===== config.mk =====
export PLATFORM = sky130hd
export DESIGN_NAME = lsu_top
export DESIGN_NICKNAME = d
export VERILOG_FILES = /design/src/logic/rv32_mem_pkg.sv /design/src/logic/wb_bus_pkg.sv /design/src/logic/lsu_request_decode.sv /design/src/logic/lsu_request_fifo.sv /design/src/logic/lsu_wb_master.sv /design/src/logic/lsu_top.sv
export SDC_FILE = /design/constraint.sdc
export NUM_CORES = 1
export LEC_CHECK = 0
export ABC_AREA = 1
export BUFFER_PORTS_ARGS = -buffer_cell sky130_fd_sc_hd__buf_2
export CAP_MARGIN = 10
export CORE_MARGIN = 2
export CORE_UTILIZATION = 56
export CTS_CLUSTER_SIZE = 25
export DETAILED_ROUTE_END_ITERATION = 6
export PLACE_DENSITY_LB_ADDON = 0.25
export RECOVER_POWER = 25
export SLEW_MARGIN = 40
export SYNTH_ARGS = -nofsm -noshare
export SYNTH_HDL_FRONTEND = slang
export SYNTH_SLANG_ARGS = --single-unit

===== constraint.sdc =====
create_clock -name clk -period 7.05 [get_ports clk]
set_clock_uncertainty 0.05 [all_clocks]
set_input_delay 1.0575 -clock clk [delete_from_list [all_inputs] [get_ports clk]]
set_output_delay 1.0575 -clock clk [all_outputs]
set_load 0.02 [all_outputs]

===== src/logic/rv32_mem_pkg.sv =====
package rv32_mem_pkg;

    // Data path and register file geometry
    localparam int XLEN = 32;
    localparam int REG_IDX_W = 5;
    localparam int FUNCT3_W = 3;

    typedef logic [XLEN-1:0] word_t;
    typedef logic [REG_IDX_W-1:0] reg_idx_t;
    typedef logic [FUNCT3_W-1:0] funct3_t;

    // Byte position inside a word
    typedef logic [1:0] byte_off_t;

    typedef enum logic {
        load  = 1'b0,
        store = 1'b1
    } mem_op_e;

    // Load encodings from the RV32I base ISA
    typedef enum logic [FUNCT3_W-1:0] {
        lb  = 3'b000,
        lh  = 3'b001,
        lw  = 3'b010,
        lbu = 3'b100,
        lhu = 3'b101
    } load_funct3_e;

    // Store encodings, same field position as loads
    typedef enum logic [FUNCT3_W-1:0] {
        sb = 3'b000,
        sh = 3'b001,
        sw = 3'b010
    } store_funct3_e;

endpackage


===== src/logic/wb_bus_pkg.sv =====
package wb_bus_pkg;

    // Bus is 32 bits wide with byte lanes
    localparam int WB_SEL_W = 4;

    // Word addressing, byte address bits 1:0 are implied by select
    localparam int WB_ADR_W = 30;

    typedef logic [WB_ADR_W-1:0] wb_adr_t;
    typedef logic [WB_SEL_W-1:0] wb_sel_t;

    // Select patterns before they are shifted to the byte offset
    localparam wb_sel_t SEL_BYTE = 4'b0001;
    localparam wb_sel_t SEL_HALF = 4'b0011;
    localparam wb_sel_t SEL_WORD = 4'b1111;

endpackage


===== src/logic/lsu_request_decode.sv =====
`timescale 1ns/100ps

module lsu_request_decode (
    input  logic                    clk,
    input  logic                    i_rst,
    input  logic                    i_cmd_valid,
    output logic                    o_cmd_ready,
    input  rv32_mem_pkg::mem_op_e   i_cmd_op,
    input  rv32_mem_pkg::funct3_t   i_cmd_funct3,
    input  rv32_mem_pkg::word_t     i_cmd_addr,
    input  rv32_mem_pkg::word_t     i_cmd_wdata,
    input  rv32_mem_pkg::reg_idx_t  i_cmd_rd,
    input  logic                    i_full,
    output logic                    o_push,
    output wb_bus_pkg::wb_adr_t     o_adr,
    output wb_bus_pkg::wb_sel_t     o_sel,
    output logic                    o_we,
    output rv32_mem_pkg::word_t     o_dat,
    output rv32_mem_pkg::reg_idx_t  o_rd,
    output rv32_mem_pkg::funct3_t   o_funct3,
    output rv32_mem_pkg::byte_off_t o_off,
    output logic                    o_trap
);
    import rv32_mem_pkg::*;
    import wb_bus_pkg::*;

    byte_off_t off_d;
    wb_sel_t   sel_d;
    word_t     dat_d;
    logic      trap_d;
    logic      r_valid;
    logic      accept;

    assign off_d = i_cmd_addr[1:0];

    // Output register drains into the queue whenever there is room
    assign o_push = r_valid && !i_full;
    assign o_cmd_ready = !r_valid || !i_full;
    assign accept = i_cmd_valid && o_cmd_ready;

    // Byte enables and trap check by access size and offset
    always_comb begin
        sel_d = '0;
        dat_d = '0;
        trap_d = 1'b0;
        if (i_cmd_op == load) begin
            case (load_funct3_e'(i_cmd_funct3))
                lb, lbu: sel_d = SEL_BYTE << off_d;
                lh, lhu: begin
                    if (off_d[0]) begin
                        trap_d = 1'b1;
                    end else begin
                        sel_d = SEL_HALF << off_d;
                    end
                end
                lw: begin
                    if (off_d != 2'b00) begin
                        trap_d = 1'b1;
                    end else begin
                        sel_d = SEL_WORD;
                    end
                end
                default: trap_d = 1'b1;
            endcase
        end else begin
            case (store_funct3_e'(i_cmd_funct3))
                sb: begin
                    sel_d = SEL_BYTE << off_d;
                    dat_d = i_cmd_wdata << {off_d, 3'b000};
                end
                sh: begin
                    if (off_d[0]) begin
                        trap_d = 1'b1;
                    end else begin
                        sel_d = SEL_HALF << off_d;
                        dat_d = i_cmd_wdata << {off_d, 3'b000};
                    end
                end
                sw: begin
                    if (off_d != 2'b00) begin
                        trap_d = 1'b1;
                    end else begin
                        sel_d = SEL_WORD;
                        dat_d = i_cmd_wdata;
                    end
                end
                default: trap_d = 1'b1;
            endcase
        end
    end

    always_ff @(posedge clk) begin
        if (i_rst) begin
            r_valid <= 1'b0;
        end else if (accept) begin
            r_valid <= 1'b1;
        end else if (o_push) begin
            r_valid <= 1'b0;
        end
    end

    always_ff @(posedge clk) begin
        if (accept) begin
            o_adr <= i_cmd_addr[31:2];
            o_sel <= sel_d;
            o_we <= (i_cmd_op == store);
            o_dat <= dat_d;
            o_rd <= i_cmd_rd;
            o_funct3 <= i_cmd_funct3;
            o_off <= off_d;
            o_trap <= trap_d;
        end
    end

endmodule


===== src/logic/lsu_request_fifo.sv =====
`timescale 1ns/100ps

module lsu_request_fifo #(
    parameter int FIFO_DEPTH = 4
) (
    input  logic                    clk,
    input  logic                    i_rst,
    input  logic                    i_push,
    input  logic                    i_pop,
    output logic                    o_full,
    output logic                    o_empty,
    input  wb_bus_pkg::wb_adr_t     i_adr,
    input  wb_bus_pkg::wb_sel_t     i_sel,
    input  logic                    i_we,
    input  rv32_mem_pkg::word_t     i_dat,
    input  rv32_mem_pkg::reg_idx_t  i_rd,
    input  rv32_mem_pkg::funct3_t   i_funct3,
    input  rv32_mem_pkg::byte_off_t i_off,
    input  logic                    i_trap,
    output wb_bus_pkg::wb_adr_t     o_adr,
    output wb_bus_pkg::wb_sel_t     o_sel,
    output logic                    o_we,
    output rv32_mem_pkg::word_t     o_dat,
    output rv32_mem_pkg::reg_idx_t  o_rd,
    output rv32_mem_pkg::funct3_t   o_funct3,
    output rv32_mem_pkg::byte_off_t o_off,
    output logic                    o_trap
);
    import rv32_mem_pkg::*;
    import wb_bus_pkg::*;

    localparam int PTR_W = $clog2(FIFO_DEPTH);

    // One flat entry holds every request field
    localparam int ENTRY_W = $bits(wb_adr_t) + $bits(wb_sel_t) + 1 + $bits(word_t)
                           + $bits(reg_idx_t) + $bits(funct3_t) + $bits(byte_off_t) + 1;

    logic [ENTRY_W-1:0] mem [FIFO_DEPTH];
    logic [ENTRY_W-1:0] wr_entry;
    logic [PTR_W:0]     wr_ptr;
    logic [PTR_W:0]     rd_ptr;
    logic               wr_en;
    logic               rd_en;

    // Wrap bit differs only when the write side is a full lap ahead
    assign o_empty = (wr_ptr == rd_ptr);
    assign o_full = (wr_ptr[PTR_W] != rd_ptr[PTR_W])
                 && (wr_ptr[PTR_W-1:0] == rd_ptr[PTR_W-1:0]);

    assign wr_en = i_push && !o_full;
    assign rd_en = i_pop && !o_empty;

    assign wr_entry = {i_adr, i_sel, i_we, i_dat, i_rd, i_funct3, i_off, i_trap};

    // Head entry straight from the array
    assign {o_adr, o_sel, o_we, o_dat, o_rd, o_funct3, o_off, o_trap} =
        mem[rd_ptr[PTR_W-1:0]];

    always_ff @(posedge clk) begin
        if (wr_en) begin
            mem[wr_ptr[PTR_W-1:0]] <= wr_entry;
        end
    end

    always_ff @(posedge clk) begin
        if (i_rst) begin
            wr_ptr <= '0;
            rd_ptr <= '0;
        end else begin
            if (wr_en) begin
                wr_ptr <= wr_ptr + 1'b1;
            end
            if (rd_en) begin
                rd_ptr <= rd_ptr + 1'b1;
            end
        end
    end

endmodule


===== src/logic/lsu_wb_master.sv =====
`timescale 1ns/100ps

module lsu_wb_master (
    input  logic                    clk,
    input  logic                    i_rst,
    input  logic                    i_empty,
    output logic                    o_pop,
    input  wb_bus_pkg::wb_adr_t     i_adr,
    input  wb_bus_pkg::wb_sel_t     i_sel,
    input  logic                    i_we,
    input  rv32_mem_pkg::word_t     i_dat,
    input  rv32_mem_pkg::reg_idx_t  i_rd,
    input  rv32_mem_pkg::funct3_t   i_funct3,
    input  rv32_mem_pkg::byte_off_t i_off,
    input  logic                    i_trap,
    output logic                    o_wb_cyc,
    output logic                    o_wb_stb,
    output logic                    o_wb_we,
    output wb_bus_pkg::wb_adr_t     o_wb_adr,
    output rv32_mem_pkg::word_t     o_wb_dat,
    output wb_bus_pkg::wb_sel_t     o_wb_sel,
    input  rv32_mem_pkg::word_t     i_wb_dat,
    input  logic                    i_wb_ack,
    output logic                    o_rsp_valid,
    output rv32_mem_pkg::word_t     o_rsp_data,
    output rv32_mem_pkg::reg_idx_t  o_rsp_rd,
    output logic                    o_rsp_trap
);
    import rv32_mem_pkg::*;
    import wb_bus_pkg::*;

    typedef enum logic [1:0] {
        s_idle,
        s_bus,
        s_respond
    } state_e;

    state_e    state;
    state_e    state_next;
    wb_adr_t   r_adr;
    wb_sel_t   r_sel;
    logic      r_we;
    word_t     r_dat;
    reg_idx_t  r_rd;
    funct3_t   r_funct3;
    byte_off_t r_off;
    logic      r_trap;
    word_t     r_rsp_data;
    word_t     lane_data;
    word_t     ld_data;

    assign o_pop = (state == s_idle) && !i_empty;

    // Bus signals held steady from the latched entry
    assign o_wb_cyc = (state == s_bus);
    assign o_wb_stb = (state == s_bus);
    assign o_wb_we = (state == s_bus) && r_we;
    assign o_wb_adr = r_adr;
    assign o_wb_dat = r_dat;
    assign o_wb_sel = r_sel;

    assign o_rsp_valid = (state == s_respond);
    assign o_rsp_data = r_rsp_data;
    assign o_rsp_rd = r_rd;
    assign o_rsp_trap = r_trap;

    // Addressed byte moved down to lane 0, then extended by load type
    assign lane_data = i_wb_dat >> {r_off, 3'b000};

    always_comb begin
        case (load_funct3_e'(r_funct3))
            lb:      ld_data = {{24{lane_data[7]}}, lane_data[7:0]};
            lbu:     ld_data = {24'b0, lane_data[7:0]};
            lh:      ld_data = {{16{lane_data[15]}}, lane_data[15:0]};
            lhu:     ld_data = {16'b0, lane_data[15:0]};
            lw:      ld_data = i_wb_dat;
            default: ld_data = '0;
        endcase
    end

    always_comb begin
        state_next = state;
        case (state)
            s_idle: begin
                if (!i_empty) begin
                    // Trapped entries skip the bus entirely
                    state_next = i_trap ? s_respond : s_bus;
                end
            end
            s_bus: begin
                if (i_wb_ack) begin
                    state_next = s_respond;
                end
            end
            s_respond: state_next = s_idle;
            default:   state_next = s_idle;
        endcase
    end

    always_ff @(posedge clk) begin
        if (i_rst) begin
            state <= s_idle;
        end else begin
            state <= state_next;
        end
    end

    always_ff @(posedge clk) begin
        if (o_pop) begin
            r_adr <= i_adr;
            r_sel <= i_sel;
            r_we <= i_we;
            r_dat <= i_dat;
            r_rd <= i_rd;
            r_funct3 <= i_funct3;
            r_off <= i_off;
            r_trap <= i_trap;
            // Zero unless a load completes
            r_rsp_data <= '0;
        end else if ((state == s_bus) && i_wb_ack && !r_we) begin
            r_rsp_data <= ld_data;
        end
    end

endmodule


===== src/logic/lsu_top.sv =====
`timescale 1ns/100ps

module lsu_top #(
    parameter int FIFO_DEPTH = 4
) (
    input  logic                   clk,
    input  logic                   i_rst,
    input  logic                   i_cmd_valid,
    output logic                   o_cmd_ready,
    input  rv32_mem_pkg::mem_op_e  i_cmd_op,
    input  rv32_mem_pkg::funct3_t  i_cmd_funct3,
    input  rv32_mem_pkg::word_t    i_cmd_addr,
    input  rv32_mem_pkg::word_t    i_cmd_wdata,
    input  rv32_mem_pkg::reg_idx_t i_cmd_rd,
    output logic                   o_wb_cyc,
    output logic                   o_wb_stb,
    output logic                   o_wb_we,
    output wb_bus_pkg::wb_adr_t    o_wb_adr,
    output rv32_mem_pkg::word_t    o_wb_dat,
    output wb_bus_pkg::wb_sel_t    o_wb_sel,
    input  rv32_mem_pkg::word_t    i_wb_dat,
    input  logic                   i_wb_ack,
    output logic                   o_rsp_valid,
    output rv32_mem_pkg::word_t    o_rsp_data,
    output rv32_mem_pkg::reg_idx_t o_rsp_rd,
    output logic                   o_rsp_trap
);
    import rv32_mem_pkg::*;
    import wb_bus_pkg::*;

    // Decoder to queue
    logic      dec_push;
    logic      fifo_full;
    wb_adr_t   dec_adr;
    wb_sel_t   dec_sel;
    logic      dec_we;
    word_t     dec_dat;
    reg_idx_t  dec_rd;
    funct3_t   dec_funct3;
    byte_off_t dec_off;
    logic      dec_trap;

    // Queue head to bus master
    logic      fifo_empty;
    logic      mst_pop;
    wb_adr_t   head_adr;
    wb_sel_t   head_sel;
    logic      head_we;
    word_t     head_dat;
    reg_idx_t  head_rd;
    funct3_t   head_funct3;
    byte_off_t head_off;
    logic      head_trap;

    lsu_request_decode u_decode (
        .clk(clk), .i_rst(i_rst),
        .i_cmd_valid(i_cmd_valid), .o_cmd_ready(o_cmd_ready),
        .i_cmd_op(i_cmd_op), .i_cmd_funct3(i_cmd_funct3),
        .i_cmd_addr(i_cmd_addr), .i_cmd_wdata(i_cmd_wdata), .i_cmd_rd(i_cmd_rd),
        .i_full(fifo_full), .o_push(dec_push),
        .o_adr(dec_adr), .o_sel(dec_sel), .o_we(dec_we), .o_dat(dec_dat),
        .o_rd(dec_rd), .o_funct3(dec_funct3), .o_off(dec_off), .o_trap(dec_trap)
    );

    lsu_request_fifo #(
        .FIFO_DEPTH(FIFO_DEPTH)
    ) u_fifo (
        .clk(clk), .i_rst(i_rst),
        .i_push(dec_push), .i_pop(mst_pop), .o_full(fifo_full), .o_empty(fifo_empty),
        .i_adr(dec_adr), .i_sel(dec_sel), .i_we(dec_we), .i_dat(dec_dat),
        .i_rd(dec_rd), .i_funct3(dec_funct3), .i_off(dec_off), .i_trap(dec_trap),
        .o_adr(head_adr), .o_sel(head_sel), .o_we(head_we), .o_dat(head_dat),
        .o_rd(head_rd), .o_funct3(head_funct3), .o_off(head_off), .o_trap(head_trap)
    );

    lsu_wb_master u_master (
        .clk(clk), .i_rst(i_rst),
        .i_empty(fifo_empty), .o_pop(mst_pop),
        .i_adr(head_adr), .i_sel(head_sel), .i_we(head_we), .i_dat(head_dat),
        .i_rd(head_rd), .i_funct3(head_funct3), .i_off(head_off), .i_trap(head_trap),
        .o_wb_cyc(o_wb_cyc), .o_wb_stb(o_wb_stb), .o_wb_we(o_wb_we),
        .o_wb_adr(o_wb_adr), .o_wb_dat(o_wb_dat), .o_wb_sel(o_wb_sel),
        .i_wb_dat(i_wb_dat), .i_wb_ack(i_wb_ack),
        .o_rsp_valid(o_rsp_valid), .o_rsp_data(o_rsp_data),
        .o_rsp_rd(o_rsp_rd), .o_rsp_trap(o_rsp_trap)
    );

endmodule


* Word level (Yosys, flattened, before mapping)
Memory sizes are Yosys's and may differ from the RTL's. A register that Yosys moved wholly into a read port is not among the register bits.
Index checks and enable logic that the tools add are counted.
** Storage, ports and cells
- Output and inout bits :: 109
- Input bits :: 109
- Register bits after elaboration :: 197
- Memories kept :: 1
- Logic and storage cells :: 89
- Bits in writable memories :: 312
** Cells by class
- Equality and inequality tests :: 15
- Shifts and indexed selects :: 4
- Add/subtract/negate cells :: 2
- Mux-type cells :: 24
- Reductions and logical operators :: 22
** Memories
- u_fifo.mem :: depth 4, width 78, rd ports 1, clocked after memory_dff 1, write ports 1, line lsu_request_fifo.sv:38 : logic [ENTRY_W-1:0] mem [FIFO_DEPTH];
** Operator list (number)
- case mux 32 bit (5 select lines) :: 1
- case mux 32 bit (3 select lines) :: 1
- 2-to-1 mux 32 bit :: 2
- << shifter 32 x 5 -> 32 bit :: 1
- >> shifter 32 x 5 -> 16 bit :: 1
- case mux 4 bit (3 select lines) :: 2
- equality test 3 bit, second input constant :: 4
- 2-to-1 mux 4 bit :: 3
- 2-to-1 mux 2 bit :: 5
- logical AND 1 bit :: 9
- 2-to-1 mux 1 bit :: 7
- adder 3 x 1 -> 3 bit, second input constant :: 2
- equality test 3 x 1 -> 1 bit, second input constant :: 2
- equality test 3 x 2 -> 1 bit, second input constant :: 2
- zero test 3 bit :: 2
- case mux 1 bit (3 select lines) :: 2
- zero test 1 bit :: 4
- case mux 2 bit (2 select lines) :: 1
- nonzero test 2 bit :: 2
- OR reduction 2 bit :: 2
- << shifter 1 x 2 -> 4 bit, first input constant :: 1
- << shifter 2 x 2 -> 4 bit, first input constant :: 1
- equality test 3 bit :: 1
- equality test 2 x 1 -> 1 bit, second input constant :: 1
- other kinds (8) :: 8

* Longest topological paths before layout
Gate-level depths: netlist (run 1).
- Depth in word-level cells :: 7
- Mapped depth :: 10
- Gate-level depth less buffers :: 9

* Cells and area by module
Synthesis (run 1) repeated with hierarchy kept, for this count alone.
** Second synthesis, totals
- Cell total of the unflattened synthesis :: 1626
- Area total of the unflattened synthesis :: 20310.7 µm²
** By module, submodules not included
- lsu_request_fifo :: sequential area each 9529.1 µm², instances 1, cells an instance 830, area each 12047.8 µm²
- lsu_wb_master :: sequential area each 3022.9 µm², instances 1, cells an instance 426, area each 4546.9 µm²
- lsu_request_decode :: sequential area each 2362.3 µm², instances 1, cells an instance 370, area each 3716.1 µm²

* Worst setup path before layout (run 1)
Ideal clock, no wire load.
- Path type :: input -> register
- From :: input port i_cmd_valid
- To :: register u_decode.o_adr[0], enable pin
- Data required time :: 6460 ps
- Stages :: 2
- Setup time :: 540 ps
- Arrival :: 4875 ps
- Path slack :: 1586 ps
- Buffers on the path :: 0
- Path through :: inv_1 -> a21oi_1
** Between the ends
- Cells in the longest elaborated chain, start to end :: 1
** RTL lines
- start: declaration :: line lsu_top.sv:8 : input logic i_cmd_valid,
- logical AND 1 bit :: line lsu_request_decode.sv:39 : assign accept = i_cmd_valid && o_cmd_ready;
- named net u_decode.accept :: line lsu_request_decode.sv:32 : logic accept;
- end signal: assignment :: line lsu_request_decode.sv:104 : o_adr <= i_cmd_addr[31:2];
- end: declaration :: line lsu_request_decode.sv:15 : output wb_bus_pkg::wb_adr_t o_adr,
The timed path passes the listed nets, and every way through them passes these cells.
A chain may end at the register's enable or synchronous reset.

* Final worst setup path (run 1)
- From :: register u_fifo.wr_ptr[1]
- To :: output port o_cmd_ready
** Between the ends
- Cells in the longest elaborated chain, start to end :: 4
** RTL lines
- start: declaration :: line lsu_request_fifo.sv:40 : logic [PTR_W:0] wr_ptr;
- start signal: assignment :: line lsu_request_fifo.sv:71 : wr_ptr <= wr_ptr + 1'b1;
- equality test 2 bit :: line lsu_request_fifo.sv:48 : && (wr_ptr[PTR_W-1:0] == rd_ptr[PTR_W-1:0]);
- logical AND 1 bit :: line lsu_request_fifo.sv:48
- zero test 1 bit :: line lsu_request_decode.sv:38 : assign o_cmd_ready = !r_valid || !i_full;
- logical OR 1 bit :: line lsu_request_decode.sv:38
- end: declaration :: line lsu_top.sv:9 : output logic o_cmd_ready,
No other way between the ends.

==> metrics.yaml, run 1 <==
outcome: "completed"
grt_max_degree: 109
syn_to_final_growth_pct: 15.0
nNetsFinal: 1844
avgSynthCellArea_um2: 13.0
hp-class: "flop to flop"
slew_viol_final: 0
setup_viol: 0
die_h_um: 192
clock_path_buffers: 3
crit_required_ps: 5940
final_util: 0.658
power_mw: 8.95
synth_area_leaders: "edfxtp_1, o21ai_0, dfxtp_1, nor2_1, nand2_1"
viasPerCell: 5.67
netlist_area_mm2: 0.0199
reg2reg_slack_ps: 4480
rows: 68
vias: 12621
yosys.area.top_type: "edfxtp_1"
drtIter0Drc: 1030
synth_edf_count: 468
drive_gt1_frac: 0.205
rr_worst_depth: 5
fin_crit_ps: 2720
path_cells: "xnor2_1 > nand4_1 > buf_2"
multiInputGateArea_mm2: 0.00431
ys_seq_area_frac: 0.751
fin_crit_sh: 0.386
io_pins: 218
syn_inst: 1532
r2r_end: "u_fifo.mem[3][59]$_DFFE_PP_"
htree_levels: 2
syn-num-nets: 1646
synth_ff_type: "edfxtp_1"
cp-end-kind: "primary output"
critPathMaxStageDelay_ps: 360
antenna_found_initial: 2
cts_tree: "done"
synth-seq-cells: 511
worst_ep_arrival_time_ps: 1610
p_per_area_mw_per_mm2: 392
cp_slowest_cell: "dfxtp_1"
synthArstFlopShare: 0
grt_pass1_wl_um: 66700
hold_start: "u_master.o_rsp_data[17]$_SDFFE_PP0P_"
final_antenna_net_count: 0
seq_area_mm2: 0.0149
yosysUniqueCellTypes: 33
maxCapViolations: 0
num-fill-cells: 2534
ctsRootBufferMaster: "clkbuf_16"
fmax_ghz: 0.368
cts_setup_buffers: 0
start_util: 0.572
clock_latency_ps: 560
hold_viol: 0
die_area_mm2: 0.0370
leakage_nw: 8.33
gp_congestion: 0.884
clkTransAtPathRegs_ps: 60
track_usage: 0.236
r2r_start: "u_fifo.wr_ptr[1]$_SDFFE_PP0P_"
cts.sinks: 511
peakVddDrop_mv: 0.310
whs_path_depth: 2
tightest_slew_ps: 792
synth.most_common_cell: "edfxtp_1"
cts_hold_buf: 0
core_area_mm2: 0.0347
holdPathEnd: "u_master.o_rsp_data[17]$_SDFFE_PP0P_"
crit_fanout: 5
relSlewSlack: 0.472
synth.yosys.warnings: 0
cts_resized: 0
synth.top_cells.by_count: "edfxtp_1, o21ai_0, nor2_1, nand2_1, o22ai_1"
drt_wl_total_um: 43400
grt_overflow: 0
firstDrtPassIters: 5
cp-start-kind: "flop"
wire_per_inst_um: 19.5
cts_inserted_buffers: 48
grt_pass1_vias: 12297
post-route-drc-count: 0
fin_setup_tns_ps: 0
crit_type: "flop to primary output"
dpl.hpwl_um: 25300
die_x_um: 192
rsz0062_at_grt: "no"
netlist.area_leader.share: 0.708
io_buffers: 217
power by group:
group	switching, mW	internal (mW)	total (mW)
Combinational	1.68	0.632	2.31
Sequential	0.236	3.89	4.13
Clock	1.05	1.46	2.51
Total	2.97	5.99	8.95
worst max-delay path: cells and delay by family, from the launching register on:
family / cells / cell delay [ps]
buffers and inverters: 1 / 210
flip-flops: 1 / 360
XOR/XNOR: 1 / 300
AND/OR/NAND/NOR: 1 / 200
area by class of cell:
class,count,share of cell area
Sequential cell,511,0.653
Multi-Input combinational cell,877,0.189
Clock buffer,61,0.0557
Timing Repair Buffer,231,0.0544
Tap cell,455,0.0249
Clock inverter,28,0.0118
Inverter,61,0.0107
Antenna cell,1,0.000110
metrics by stage:
| step | cells | cell area [um2] | setup slack (ps) | hold slack, ps |
|---|---|---|---|---|
| floorplan | 1532 | 19900 | 1590 | 409 |
| global route | 2224 | 22800 | 4230 | 431 |
| detailed placement | 2135 | 21300 | 4260 | 408 |
| CTS | 2224 | 22800 | 4320 | 417 |
| global placement | 2132 | 21200 | 4090 | 402 |
| finish | 2225 | 22800 | 4330 | 416 |
flip-flops by register name, indices dropped and copies added, names as in the netlist, 4 cells and up, named ones only:
| register | cells |
|---|---|
| u_fifo.mem | 312 |
| u_decode.o_rd | 5 |
| u_decode.o_dat | 32 |
| u_master.o_wb_dat | 32 |
| u_decode.o_adr | 30 |
| u_master.o_wb_sel | 4 |
| u_master.o_wb_adr | 30 |
| u_master.o_rsp_data | 32 |
| u_decode.o_sel | 4 |
| u_master.o_rsp_rd | 5 |
metal layers:
layer / part of all wire / wire length, um / global-route usage / up-vias
li1: - / - / - / 5925
met1: 0.43 / 18700 / 0.327 / 6190
met2: 0.49 / 21200 / 0.392 / 437
met3: 0.059 / 2560 / 0.0344 / 67
met4: 0.020 / 889 / 0.0702 / 2
met5: 0.00030 / 13 / 0 / -
cell usage in the layout (no fill, tap or decap), drive strengths merged, types with 43 or more instances in the layout:
cell / netlist / final
o22ai: 77 / 77
o21ai: 223 / 223
buf: 31 / 231
inv: 61 / 62
clkbuf: 52 / 61
nor2: 216 / 216
dfxtp: 43 / 43
edfxtp: 468 / 468
a21oi: 75 / 75
nand2: 214 / 214
kinds of logic after synthesis:
kind of cell | count (synthesis) | share of synthesized area
xor gates and xnor gates | 6 | 0.00265
DFF | 511 | 0.751
adders and majority gates | 5 | 0.00315
buffers and inverters | 144 | 0.0341
AOI/OAI and AO/OA | 390 | 0.108
and+or+nand+nor | 476 | 0.101
worst max path at each step:
| stage | endpoint | slack, ps | startpoint | cells past startpoint |
|---|---|---|---|---|
| floorplan | u_decode.o_adr[0]$_DFFE_PP_ | 1590 | i_cmd_valid | 2 |
| global placement | u_decode.o_rd[2]$_DFFE_PP_ | 4090 | i_cmd_valid | 4 |
| detailed placement | u_decode.o_dat[30]$_SDFFCE_PN0P_ | 4260 | i_cmd_addr[1] | 8 |
| CTS | o_cmd_ready | 4320 | u_fifo.wr_ptr[1]$_SDFFE_PP0P_ | 3 |
| global route | o_cmd_ready | 4230 | u_fifo.wr_ptr[1]$_SDFFE_PP0P_ | 3 |
| finish | o_cmd_ready | 4330 | u_fifo.wr_ptr[1]$_SDFFE_PP0P_ | 3 |
Power figures use the tool's default switching activity.
==> run 2, diff against run 1 <==
==> constraint.sdc (replaced) <==
create_clock -name clk -period 2.7 [get_ports clk]
set_clock_uncertainty 0.05 [all_clocks]
set_input_delay 0.405 -clock clk [delete_from_list [all_inputs] [get_ports clk]]
set_output_delay 0.405 -clock clk [all_outputs]
set_load 0.02 [all_outputs]
==> run 2 against run 1 <==
Net effect:
- sequential share of layout area decreased by 1.6 points
- critical path type unchanged
- sequential cell count is the same
- worst setup slack worse by 3700 ps
- core utilization grew 1.7 points
- total power increased to 2.7 times the previous value
- die area did not move
- clock-buffer cell count shrank 2
- critical endpoint unchanged
==> metrics.yaml, run 2 (same netlist as run 1, synthesis figures left out) <==
fin_crit_ps: 2090
die_x_um: 192  # unchanged
fin_crit_sh: 0.773
rows: 68  # unchanged
dpl.hpwl_um: 25000  # -1.1%
maxCapViolations: 0  # unchanged
wire_per_inst_um: 19.0  # -2.6%
clkTransAtPathRegs_ps: 60  # about the same
p_switching_mw: 7.85  # +160%
p_seq_frac: 0.443  # -0.018
clkPwrFrac: 0.291  # +0.010
track_usage: 0.233  # -0.00300
ctsRootBufferMaster: "clkbuf_16"
p_per_area_mw_per_mm2: 1020  # +160%
fin_setup_tns_ps: 0  # unchanged
gp_congestion: 0.915  # +3.5%
leakage_nw: 8.56  # +2.7%
core_area_mm2: 0.0347  # unchanged
firstDrtPassIters: 5  # unchanged
hold_viol: 0  # unchanged
cp-start-kind: "flop"
syn_to_final_growth_pct: 17.9
fmax_ghz: 0.479
outcome: "completed"
setup_viol: 0  # unchanged
nNetsFinal: 1887  # +2.3%
tightest_slew_ps: 764  # -28.0 ps
largest_reg_flops: 312  # unchanged
vias: 12676  # +0.44%
grt_pass1_wl_um: 66300  # -0.55%
cts.sinks: 511  # unchanged
final_antenna_net_count: 0  # unchanged
clock_path_buffers: 3  # unchanged
slew_viol_final: 0  # unchanged
peakVddDrop_mv: 0.647  # +110%
post-route-drc-count: 0  # unchanged
p_sw_frac: 0.329  # -0.00190
clock_latency_ps: 560  # about the same
htree_levels: 2  # unchanged
die_h_um: 192  # unchanged
crit_fanout: 5  # unchanged
antenna_found_initial: 1  # -1
p_int_mw: 16.0  # +170%
pwr-share-comb: 0.266  # +0.008
drt_wl_total_um: 43200  # -0.67%
hp-class: "input port to flop"
crit_type: "flop to primary output"
drive_gt1_frac: 0.204  # -0.000666
worst_ep_arrival_time_ps: 1630  # +20 ps
start_util: 0.572  # unchanged
cts_resized: 0  # unchanged
grt_pass1_vias: 12322  # +0.20%
die_area_mm2: 0.0370  # unchanged
cts_inserted_buffers: 49  # +2.1%
io_pins: 218  # unchanged
io_buffers: 217  # unchanged
final_cell_mix: "edfxtp_1, o21ai_0, nand2_1, buf_2, nor2_1"
drtIter0Drc: 1110  # +7.8%
final_cells: 2270  # +2.0%
cp-end-kind: "primary output"
layout_commonest_cell: "edfxtp_1"
grt_max_degree: 157  # +44%
crit_required_ps: 2250  # -3690 ps
power_mw: 23.8  # +170%
grt_overflow: 0  # unchanged
relSlewSlack: 0.491  # +0.0187
dp_cells: 2142  # +0.33%
rsz0062_at_grt: "no"
viasPerCell: 5.58  # -1.6%
cts_tree: "done"
## run 2: changes by cell type in the layout (fill, tap and decap cells not counted), moves of 2 or more
cell / previous run / this run
buf_12: 1 / 10
buf_2: 217 / 207
buf_4: 3 / 9
buf_6: 10 / 1
clkbuf_1: 12 / 18
clkbuf_8: 0 / 2
clkinv_1: 7 / 3
clkinv_2: 12 / 14
clkinvlp_4: 1 / 6
dlygate4sd3_1: 0 / 35
inv_6: 3 / 1
## run 2: worst max-delay path: stages, from the launching register on
cell	delay [ps]
dfxtp_1	360
xnor2_1	310
nand4_1	190
buf_2	210
## run 2: layer usage
layer / share of wire / global-route usage
met2: 0.48 / 0.385
met5: 0 / 0
met3: 0.068 / 0.0384
met4: 0.019 / 0.0669
met1: 0.43 / 0.322
## run 2: power groups by stage
stage,clock network [mW],logic (mW),registers (mW)
final,6.93,6.34,10.6
after floorplan,0,3.53,11.5
after CTS,7.04,6.37,10.6
after detailed placement,0,6.31,10.7
after global placement,0,6.19,10.7
after global routing,7.36,6.96,10.7
## run 2: per-stage QoR
step | area [um2] | hold WS, ps | util | worst slack, ps
after global placement | 21400 | 403 | 0.617 | 620
after detailed placement | 21400 | 407 | 0.617 | 665
after global routing | 23400 | 15.5 | 0.674 | 502
after CTS | 23400 | 6.54 | 0.675 | 596
after floorplan | 19900 | 409 | - | -586
final | 23400 | 34.9 | 0.674 | 614
## run 2: final timing paths
path              cells past startpoint                                    to  slack, ps                                  from
hold reg to reg                       2  u_master.o_rsp_data[20]$_SDFFE_PP0P_        420  u_master.o_rsp_data[20]$_SDFFE_PP0P_
setup / recovery                      3                           o_cmd_ready        610         u_fifo.wr_ptr[0]$_SDFFE_PP0P_
hold / removal                        2         u_fifo.rd_ptr[2]$_SDFFE_PP0P_         30                                 i_rst
setup reg to reg                      5       u_master.o_wb_dat[25]$_DFFE_PP_        660         u_fifo.wr_ptr[0]$_SDFFE_PP0P_
## run 2: what timing repair did
action | CTS | global route
hold buffers | 35 | 0
buffers inserted | 0 | 0
endpoints found under the hold margin | 35 | 0
## run 2: final cells by class
type / count / area [um2]
antenna: 1 / 2.50
sequential: 511 / 14900
clock buffer: 59 / 1310
timing repair buffer: 273 / 1710
tap: 455 / 569
inverter: 61 / 244
clock inverter: 33 / 357
multi-input combinational: 877 / 4310
fill: 2465 / 11300
